**src/source/keypad_pkg.sv**
```systemverilog
// Keypad shared definitions
package keypad_pkg;

	// poller timing, scaled down for simulation
	localparam int CNT_W = 7;                                          // tick counter width
	localparam logic [CNT_W-1:0] TICKS_DEBOUNCE = 7'd100;             // settle time after column change
	localparam logic [CNT_W-1:0] TICKS_HOLD = 7'd20;                  // spacing of confirming samples

	// key queue geometry
	localparam int FIFO_AW = 3;                                        // pointer width
	localparam logic [FIFO_AW:0] FIFO_DEPTH = 4'd8;                   // entries, 2**FIFO_AW

	// scan and confirm sequence of the poller
	typedef enum logic [2:0] {
		st_init,
		st_shift_column,
		st_wait_debounce,
		st_check_row1,
		st_keypress_hold,
		st_check_row2
	} poll_state_e;

	// key codes, digits map to their own value
	typedef enum logic [3:0] {
		key_0, key_1, key_2, key_3, key_4,
		key_5, key_6, key_7, key_8, key_9,
		key_a, key_b, key_c, key_d,
		key_star,                                                      // 14
		key_hash                                                       // 15
	} key_code_e;

	// one detected contact, column and rows as seen on the pins
	typedef struct packed {
		logic [3:0] col;                                               // one-hot active column
		logic [3:0] row;                                               // raw row pattern
	} key_hit_t;

endpackage

```
**src/source/keypad_poller.sv**
```systemverilog
// Keypad column scanner
`timescale 1ns/10ps

module keypad_poller (
	input  logic                 clk,
	input  logic                 rst_n,
	input  logic [3:0]           keypad_row_in,  // rows, synchronized on the board
	output logic [3:0]           keypad_col_out, // one-hot column drive
	output keypad_pkg::key_hit_t hit,            // latched column/row of the last contact
	output logic                 press,          // one pulse per new confirmed press
	output logic                 key_held        // level while the key stays confirmed
);

	keypad_pkg::poll_state_e state;
	logic [keypad_pkg::CNT_W-1:0] tick_cnt; // shared debounce and hold counter
	logic row_active;

	assign row_active = (keypad_row_in != 4'b0000); // any row answering

	// control path
	always_ff @(posedge clk or negedge rst_n)
	begin
		if (!rst_n)
		begin
			state          <= keypad_pkg::st_init;
			keypad_col_out <= 4'b0001;
			tick_cnt       <= '0;
			press          <= 1'b0;
			key_held       <= 1'b0;
		end
		else
		begin
			press <= 1'b0; // strobe by default
			case (state)
				keypad_pkg::st_init:
				begin
					key_held <= 1'b0;
					state    <= keypad_pkg::st_shift_column;
				end
				keypad_pkg::st_shift_column:
				begin
					keypad_col_out <= {keypad_col_out[2:0], keypad_col_out[3]}; // rotate left
					tick_cnt       <= '0;
					state          <= keypad_pkg::st_wait_debounce;
				end
				keypad_pkg::st_wait_debounce:
				begin
					tick_cnt <= tick_cnt + 1'b1;
					if (tick_cnt == keypad_pkg::TICKS_DEBOUNCE) // TICKS_DEBOUNCE+1 cycles here
						state <= keypad_pkg::st_check_row1;
				end
				keypad_pkg::st_check_row1:
				begin
					if (row_active)
					begin
						tick_cnt <= '0;
						state    <= keypad_pkg::st_keypress_hold; // hit latched below
					end
					else
						state <= keypad_pkg::st_shift_column; // nothing here, next column
				end
				keypad_pkg::st_keypress_hold:
				begin
					tick_cnt <= tick_cnt + 1'b1;
					if (tick_cnt == keypad_pkg::TICKS_HOLD)
						state <= keypad_pkg::st_check_row2;
				end
				keypad_pkg::st_check_row2:
				begin
					if (row_active)
					begin
						// still down, column stays put and we confirm again later
						press    <= !key_held; // only the first confirmation counts
						key_held <= 1'b1;
						tick_cnt <= '0;
						state    <= keypad_pkg::st_keypress_hold;
					end
					else
					begin
						key_held <= 1'b0; // released
						state    <= keypad_pkg::st_init;
					end
				end
				default:
					state <= keypad_pkg::st_init;
			endcase
		end
	end

	// capture of the contact, read only together with press
	always_ff @(posedge clk)
	begin
		if (state == keypad_pkg::st_check_row1 && row_active)
		begin
			hit.col <= keypad_col_out;
			hit.row <= keypad_row_in;
		end
	end

endmodule

```
**src/source/key_encoder.sv**
```systemverilog
// Key code encoder
`timescale 1ns/10ps

module key_encoder (
	input  logic                  clk,
	input  logic                  rst_n,
	input  keypad_pkg::key_hit_t  hit,   // column/row from the poller
	input  logic                  press, // hit is valid now
	output keypad_pkg::key_code_e code,  // code of the last clean press
	output logic                  push,  // write code into the queue
	output logic                  ghost  // several rows in one column
);

	logic multi_row;

	// one-hot nibble to index, only meaningful with a single bit set
	function automatic logic [1:0] onehot_idx(input logic [3:0] v);
		onehot_idx = {v[3] | v[2], v[3] | v[1]};
	endfunction

	// layout: row 0 top, column 0 left
	function automatic keypad_pkg::key_code_e key_at(input logic [1:0] r, input logic [1:0] c);
		case ({r, c})
			4'h0: key_at = keypad_pkg::key_1;
			4'h1: key_at = keypad_pkg::key_2;
			4'h2: key_at = keypad_pkg::key_3;
			4'h3: key_at = keypad_pkg::key_a;
			4'h4: key_at = keypad_pkg::key_4;
			4'h5: key_at = keypad_pkg::key_5;
			4'h6: key_at = keypad_pkg::key_6;
			4'h7: key_at = keypad_pkg::key_b;
			4'h8: key_at = keypad_pkg::key_7;
			4'h9: key_at = keypad_pkg::key_8;
			4'ha: key_at = keypad_pkg::key_9;
			4'hb: key_at = keypad_pkg::key_c;
			4'hc: key_at = keypad_pkg::key_star;
			4'hd: key_at = keypad_pkg::key_0;
			4'he: key_at = keypad_pkg::key_hash;
			4'hf: key_at = keypad_pkg::key_d;
		endcase
	endfunction

	// clearing the lowest set bit leaves something only if two or more were set
	assign multi_row = ((hit.row & (hit.row - 4'd1)) != 4'd0);

	always_ff @(posedge clk or negedge rst_n)
	begin
		if (!rst_n)
		begin
			push  <= 1'b0;
			ghost <= 1'b0;
		end
		else
		begin
			push  <= press && !multi_row;
			ghost <= press && multi_row; // reported, never queued
		end
	end

	always_ff @(posedge clk)
	begin
		if (press)
			code <= key_at(onehot_idx(hit.row), onehot_idx(hit.col));
	end

endmodule

```
**src/source/key_fifo.sv**
```systemverilog
// Key code queue
`timescale 1ns/10ps

module key_fifo (
	input  logic                       clk,
	input  logic                       rst_n,
	input  logic                       push,      // write strobe
	input  keypad_pkg::key_code_e      code_in,
	input  logic                       pop,       // host read strobe
	output keypad_pkg::key_code_e      code_out,  // head of queue
	output logic                       not_empty,
	output logic [keypad_pkg::FIFO_AW:0] count,   // entries held
	output logic                       overflow   // sticky, a push was lost
);

	keypad_pkg::key_code_e mem [0:keypad_pkg::FIFO_DEPTH-1];
	logic [keypad_pkg::FIFO_AW-1:0] wr_ptr;
	logic [keypad_pkg::FIFO_AW-1:0] rd_ptr;
	logic full;
	logic do_push;
	logic do_pop;

	assign full      = (count == keypad_pkg::FIFO_DEPTH);
	assign not_empty = (count != '0);
	assign do_push   = push && !full;      // dropped when full
	assign do_pop    = pop && not_empty;   // empty pop ignored
	assign code_out  = mem[rd_ptr];

	// storage
	always_ff @(posedge clk)
	begin
		if (do_push)
			mem[wr_ptr] <= code_in;
	end

	// pointers, occupancy and overflow
	always_ff @(posedge clk or negedge rst_n)
	begin
		if (!rst_n)
		begin
			wr_ptr   <= '0;
			rd_ptr   <= '0;
			count    <= '0;
			overflow <= 1'b0;
		end
		else
		begin
			if (do_push)
				wr_ptr <= wr_ptr + 1'b1; // wraps, depth is a power of two
			if (do_pop)
				rd_ptr <= rd_ptr + 1'b1;
			case ({do_push, do_pop})
				2'b10:   count <= count + 1'b1;
				2'b01:   count <= count - 1'b1;
				default: count <= count;   // none, or both at once
			endcase
			if (push && full)
				overflow <= 1'b1;
		end
	end

endmodule

```
**src/source/keypad_top.sv**
```systemverilog
// Keypad front end top level
`timescale 1ns/10ps

module keypad_top (
	input  logic                  clk,
	input  logic                  rst_n,
	input  logic [3:0]            keypad_row_in,
	input  logic                  pop,            // host pops the head
	output logic [3:0]            keypad_col_out,
	output keypad_pkg::key_code_e key_code,       // queue head
	output logic                  key_ready,      // queue not empty
	output logic [3:0]            key_count,
	output logic                  overflow,
	output logic                  ghost,
	output logic                  key_held
);

	keypad_pkg::key_hit_t  hit;
	keypad_pkg::key_code_e enc_code;
	logic press;
	logic push;

	// scan, debounce, confirm
	keypad_poller u_poller (
		.clk            (clk),
		.rst_n          (rst_n),
		.keypad_row_in  (keypad_row_in),
		.keypad_col_out (keypad_col_out),
		.hit            (hit),
		.press          (press),
		.key_held       (key_held)
	);

	// contact to code, ghost filter
	key_encoder u_encoder (
		.clk   (clk),
		.rst_n (rst_n),
		.hit   (hit),
		.press (press),
		.code  (enc_code),
		.push  (push),
		.ghost (ghost)
	);

	key_fifo u_fifo (
		.clk       (clk),
		.rst_n     (rst_n),
		.push      (push),
		.code_in   (enc_code),
		.pop       (pop),
		.code_out  (key_code),
		.not_empty (key_ready),
		.count     (key_count),
		.overflow  (overflow)
	);

endmodule

```
**config.mk**
```make
export PLATFORM = sky130hd
export DESIGN_NAME = keypad_top
export DESIGN_NICKNAME = d
export VERILOG_FILES = /design/src/source/keypad_pkg.sv /design/src/source/keypad_poller.sv /design/src/source/key_encoder.sv /design/src/source/key_fifo.sv /design/src/source/keypad_top.sv
export SDC_FILE = /design/constraint.sdc
export NUM_CORES = 1
export LEC_CHECK = 0
export ABC_AREA = 1
export BUFFER_PORTS_ARGS = -buffer_cell sky130_fd_sc_hd__buf_2
export CORE_MARGIN = 3
export CORE_UTILIZATION = 54
export CTS_CLUSTER_SIZE = 12
export DETAILED_ROUTE_END_ITERATION = 8
export GPL_ROUTABILITY_DRIVEN = 0
export GPL_TIMING_DRIVEN = 0
export PLACE_DENSITY = 0.79
export SLEW_MARGIN = 20
export SYNTH_ARGS = -nofsm -noshare
export SYNTH_HDL_FRONTEND = slang
export SYNTH_SLANG_ARGS = --single-unit
```
**constraint.sdc**
```tcl
create_clock -name clk -period 1.7 [get_ports clk]
set_input_delay 0.17 -clock clk [delete_from_list [all_inputs] [get_ports clk]]
set_output_delay 0.17 -clock clk [all_outputs]
set_load 0.05 [all_outputs]
```
==> run_summary.xml <==
<?xml version="1.0" encoding="UTF-8"?>
<metrics>
  <group name="sta">
    <metric name="timing.final.setup_violations" unit="">5</metric>
    <metric name="layout_setup_ws" unit="ns">-0.0818</metric>
    <metric name="layout_worst_path_cycle_share" unit="">1.05</metric>
    <metric name="relSlewSlack" unit="">0.555</metric>
    <metric name="pin_slew_with_the_least_headroom_to_its_limit" unit="ns">0.667</metric>
    <metric name="final.setup_skew" unit="ns">0.00701</metric>
    <metric name="grt_setup_unrepaired" unit="">true</metric>
    <metric name="max_freq" unit="GHz">0.561</metric>
    <metric name="pins_over_slew_limit" unit="">0</metric>
    <metric name="final_period_minus_worst_setup_slack" unit="ns">1.78</metric>
    <metric name="timing.final.hold_violations" unit="">0</metric>
    <metric name="worst_hold_slack" unit="ns">0.0253</metric>
    <metric name="setup-tns-final" unit="ns">-0.305</metric>
  </group>
  <group name="final_layout">
    <metric name="area_growth" unit="%">21.6</metric>
    <metric name="final_core_utilization" unit="">0.705</metric>
    <metric name="fillers" unit="">420</metric>
    <metric name="antenna_cells_inserted" unit="">0</metric>
    <metric name="nets" unit="">407</metric>
    <metric name="drive_gt1_frac" unit="">0.285</metric>
  </group>
  <group name="clock_tree">
    <metric name="clock_path_buffers" unit="">2</metric>
    <metric name="cts.sink_count" unit="">72</metric>
    <metric name="htree_num_levels" unit="">3</metric>
    <metric name="clk_transition_reported_paths" unit="ns">0.07</metric>
    <metric name="cts_tree" unit="">built</metric>
    <metric name="cts_buffers" unit="">9</metric>
    <metric name="worstSkewPairLatency" unit="ns">0.34</metric>
    <metric name="cts.root.buffer_cell" unit="">sky130_fd_sc_hd__clkbuf_8</metric>
  </group>
  <group name="power">
    <metric name="power.static_leakage" unit="uW">0.00174</metric>
    <metric name="worst_ir_drop_vdd" unit="V">0.00142</metric>
    <metric name="power.internal" unit="uW">4090</metric>
    <metric name="report.power.total" unit="uW">7160</metric>
    <metric name="combinationalPowerShare" unit="">0.470</metric>
    <metric name="power.sequential.fraction" unit="">0.352</metric>
    <metric name="total_switching_power" unit="uW">3070</metric>
    <metric name="power.clock.fraction" unit="">0.178</metric>
    <metric name="power-per-cell-area" unit="nW/um2">1770</metric>
    <metric name="power_switching_share" unit="">0.429</metric>
  </group>
  <group name="worst_setup_path">
    <metric name="critPathLaunchType" unit="">flip-flop</metric>
    <metric name="worst_setup_path_end_kind" unit="">flip-flop</metric>
    <metric name="critPathMostFrequentCell" unit="">sky130_fd_sc_hd__nand2_4</metric>
    <metric name="worst-path-buf-inv" unit="">2</metric>
    <metric name="crit_type" unit="">flip-flop to flip-flop</metric>
    <metric name="timing.critical_path.max_delay_family" unit="">simple AND/OR/NAND/NOR gates</metric>
    <metric name="cp.arrival" unit="ns">2.00</metric>
    <metric name="cpPeakStageDelay" unit="ns">0.43</metric>
    <metric name="timing.critical_path.cells" unit="">nor2_4 -&gt; nand2_4 -&gt; nand2_4 -&gt; inv_4 -&gt; ha_4 -&gt; nand2_2 -&gt; inv_2 -&gt; nor2_2 -&gt; ha_2 -&gt; a21oi_2 -&gt; a21oi_1 -&gt; o22ai_1</metric>
    <metric name="timing.critical_path.fanout_max" unit="">4</metric>
    <metric name="critPathRequiredTime" unit="ns">1.92</metric>
    <metric name="slowest_stage" unit="">sky130_fd_sc_hd__dfrtp_2</metric>
  </group>
  <group name="synth">
    <metric name="synth_adder_area_share" unit="">0.0451</metric>
    <metric name="synth-xor-area-share" unit="">0.0131</metric>
    <metric name="ys_seq_area_frac" unit="">0.606</metric>
    <metric name="synthDominantAreaCellType" unit="">sky130_fd_sc_hd__edfxtp_1</metric>
    <metric name="number_of_flip_flops_and_latches_in_the_synthesized_netlist" unit="">72</metric>
    <metric name="synth_common_cells" unit="">sky130_fd_sc_hd__nand2_1 (68), sky130_fd_sc_hd__nor2_1 (54), sky130_fd_sc_hd__edfxtp_1 (43)</metric>
    <metric name="syn_nets" unit="">358</metric>
    <metric name="synth_edf_count" unit="">43</metric>
    <metric name="synth_simple_gate_area_share" unit="">0.205</metric>
    <metric name="synth_compound_area_frac" unit="">0.0804</metric>
    <metric name="synth_top_family_by_area" unit="">simple AND/OR/NAND/NOR gates</metric>
    <metric name="synth.top_cell.area_share" unit="">0.388</metric>
    <metric name="synthesis.area" unit="um2">3330</metric>
    <metric name="yosys.cell_count.top_type" unit="">sky130_fd_sc_hd__nand2_1</metric>
    <metric name="yosys_most_used_dff" unit="">sky130_fd_sc_hd__edfxtp_1</metric>
    <metric name="synthArstFlopShare" unit="">0.403</metric>
    <metric name="netlist-cell-type-count" unit="">30</metric>
    <metric name="yosys-mux-area-fraction" unit="">0</metric>
    <metric name="synth_area_leaders" unit="">sky130_fd_sc_hd__edfxtp_1 (39%), sky130_fd_sc_hd__dfrtp_1 (21%), sky130_fd_sc_hd__nand2_1 (7.7%), sky130_fd_sc_hd__nor2_1 (6.1%), sky130_fd_sc_hd__ha_1 (4.5%)</metric>
    <metric name="avg_inst_size_synth" unit="um2">9.83</metric>
    <metric name="synthesis.yosys.warnings" unit="">0</metric>
    <metric name="netlist_instances" unit="">339</metric>
  </group>
  <group name="status">
    <metric name="violations" unit="">setup timing</metric>
    <metric name="outcome" unit="">complete, but fails checks</metric>
  </group>
  <group name="route">
    <metric name="detail_route.iter0.violations" unit="">134</metric>
    <metric name="drt.antenna.violating_nets" unit="">0</metric>
    <metric name="dr.pass1.iters" unit="">4</metric>
    <metric name="detail_route.wirelength" unit="mm">6.20</metric>
    <metric name="via_count" unit="">2374</metric>
    <metric name="drt-vias-per-instance" unit="">5.11</metric>
    <metric name="detail_route.drc_violations" unit="">0</metric>
    <metric name="wl_per_cell" unit="um">13.3</metric>
  </group>
  <group name="place">
    <metric name="dpl.hpwl" unit="mm">4.17</metric>
    <metric name="numPortBuffers" unit="">22</metric>
  </group>
  <group name="grt">
    <metric name="pin_count_of_the_biggest_net_entering_global_routing" unit="">30</metric>
    <metric name="global_route_wire_length_before_repair" unit="mm">10.4</metric>
    <metric name="grt_overflow_total" unit="">0</metric>
    <metric name="antenna_violations_before_repair" unit="">0</metric>
    <metric name="via_count_of_the_first_global_routing_pass" unit="">2366</metric>
    <metric name="groute.usage.overall" unit="">0.189</metric>
  </group>
  <group name="floorplanning">
    <metric name="floorplan.die.width" unit="um">84.6</metric>
    <metric name="placeableCoreArea" unit="um2">5740</metric>
    <metric name="fp-row-count" unit="">27</metric>
    <metric name="design.portCount" unit="">23</metric>
    <metric name="initial_core_util" unit="">0.580</metric>
    <metric name="floorplan.die.height" unit="um">84.6</metric>
    <metric name="die-area" unit="um2">7150</metric>
  </group>
  <group name="worst_hold_path">
    <metric name="hold_path.class" unit="">input port to flip-flop</metric>
  </group>
  <group name="run">
    <metric name="drv_cap" unit="">0</metric>
  </group>
</metrics>
==> power by group through the flow <==
| stage | registers [uW] | logic [uW] | clock network [uW] |
|---|---|---|---|
| 6_report | 2520 | 3370 | 1270 |
| 5_1_grt | 2570 | 3700 | 1390 |
| 4_1_cts | 2510 | 3130 | 1290 |
| 3_5_place_dp | 2530 | 2750 | 0 |
| 3_3_place_gp | 2520 | 2680 | 0 |
| 2_1_floorplan | 2880 | 1780 | 0 |
==> flip-flops by register name, indices dropped and copies added (netlist names), 3 cells and up <==
| register | count |
|---|---|
| u_fifo.wr_ptr | 3 |
| u_poller.state | 3 |
| u_poller.hit | 7 |
| u_encoder.code | 4 |
| u_poller.keypad_col_out | 4 |
| u_fifo.rd_ptr | 3 |
| u_fifo.mem | 32 |
| u_fifo.count | 4 |
| u_poller.tick_cnt | 7 |
==> worst paths after layout <==
path / slack, ns / to / from / depth (start not counted)
max: -0.08 / u_fifo.count[2]$_DFFE_PN0P_ / u_fifo.count[1]$_DFFE_PN0P_ / 12
min: 0.03 / u_poller.hit[1]$_DFFE_PP_ / keypad_row_in[1] / 1
max reg2reg: -0.08 / u_fifo.count[2]$_DFFE_PN0P_ / u_fifo.count[1]$_DFFE_PN0P_ / 12
min reg2reg: 0.47 / u_poller.press$_DFF_PN0_ / u_poller.key_held$_DFFE_PN0P_ / 1
max in group asynchronous: 0.81 / u_fifo.count[3]$_DFFE_PN0P_ / rst_n / 2
min in group asynchronous: 0.41 / u_encoder.ghost$_DFF_PN0_ / rst_n / 2
==> worst reg2reg max path, stage by stage, from the launching register on <==
cell and delay, ns:
sky130_fd_sc_hd__dfrtp_2 0.43, sky130_fd_sc_hd__nor2_4 0.18, sky130_fd_sc_hd__nand2_4 0.08, sky130_fd_sc_hd__nand2_4 0.07, sky130_fd_sc_hd__inv_4 0.04, sky130_fd_sc_hd__ha_4 0.17
sky130_fd_sc_hd__nand2_2 0.06, sky130_fd_sc_hd__inv_2 0.04, sky130_fd_sc_hd__nor2_2 0.09, sky130_fd_sc_hd__ha_2 0.18, sky130_fd_sc_hd__a21oi_2 0.04, sky130_fd_sc_hd__a21oi_1 0.16
sky130_fd_sc_hd__o22ai_1 0.12
==> metrics by stage <==
stage	setup WS, ns	area [um2]	cells
after floorplan	-0.215	3380	339
after global placement	-0.140	3580	433
after detailed placement	-0.203	3580	433
after CTS	-0.0849	3950	461
after global routing	-0.198	4050	465
final	-0.0818	4050	465
==> metal layers <==
metal / track usage / vias up / wire length, um
met2: 0.332 / 45 / 3220
li1: - / 1218 / -
met5: 0 / - / 0
met3: 0.0412 / 9 / 187
met4: 0.0835 / 0 / 131
met1: 0.221 / 1102 / 2660
==> cell usage in the layout, fill, tap and decap left out, types with 2 or more instances in the layout <==
master,netlist,layout
sky130_fd_sc_hd__nor2_1,54,36
sky130_fd_sc_hd__clkbuf_8,0,9
sky130_fd_sc_hd__o21ai_0,25,20
sky130_fd_sc_hd__inv_2,6,6
sky130_fd_sc_hd__nand2_4,1,4
sky130_fd_sc_hd__o31ai_1,2,2
sky130_fd_sc_hd__inv_1,31,29
sky130_fd_sc_hd__o21ai_2,1,3
sky130_fd_sc_hd__nand3_1,22,22
sky130_fd_sc_hd__nand2_2,4,5
sky130_fd_sc_hd__o22ai_1,3,3
sky130_fd_sc_hd__xor2_1,3,3
sky130_fd_sc_hd__o21ai_1,11,13
sky130_fd_sc_hd__dfrtp_1,28,23
sky130_fd_sc_hd__buf_8,0,2
sky130_fd_sc_hd__clkbuf_1,0,3
sky130_fd_sc_hd__buf_2,3,19
sky130_fd_sc_hd__ha_1,12,10
sky130_fd_sc_hd__clkinv_2,0,3
sky130_fd_sc_hd__nor2_2,2,16
sky130_fd_sc_hd__nand2_1,68,64
sky130_fd_sc_hd__nor2_4,0,4
sky130_fd_sc_hd__dfrtp_2,0,5
sky130_fd_sc_hd__buf_4,2,13
sky130_fd_sc_hd__edfxtp_1,43,43
sky130_fd_sc_hd__a21oi_1,6,5
sky130_fd_sc_hd__buf_6,0,8
==> repair_timing <==
item / 4_1_cts / 5_1_grt
pin swaps: 10 / 5
endpoints found under the setup margin: 6 / 36
resized for setup: 32 / 24
cloned: 0 / 1
hold buffers: 1 / 0
endpoints found under the hold margin: 28 / 0
buffers inserted: 12 / 3
==> kinds of logic (layout without fill, tap and decap cells) <==
kind of cell	Yosys count	count (layout)
simple gates	158	158
flops	72	72
compound gates	50	50
buf+inv	42	96
fa+ha+maj	12	12
xor+xnor	5	5
==> cell type report <==
class                      instances  area, um2  area share
multi-input combinational        225       1290       0.318
inverter                          37        146      0.0361
tap                               72       90.1      0.0222
buffer                             4       48.8      0.0120
sequential                        72       2020       0.500
timing repair buffer              39        274      0.0676
clock buffer                      12        135      0.0334
clock inverter                     4       45.0      0.0111
(Power assumes the default switching activity.)
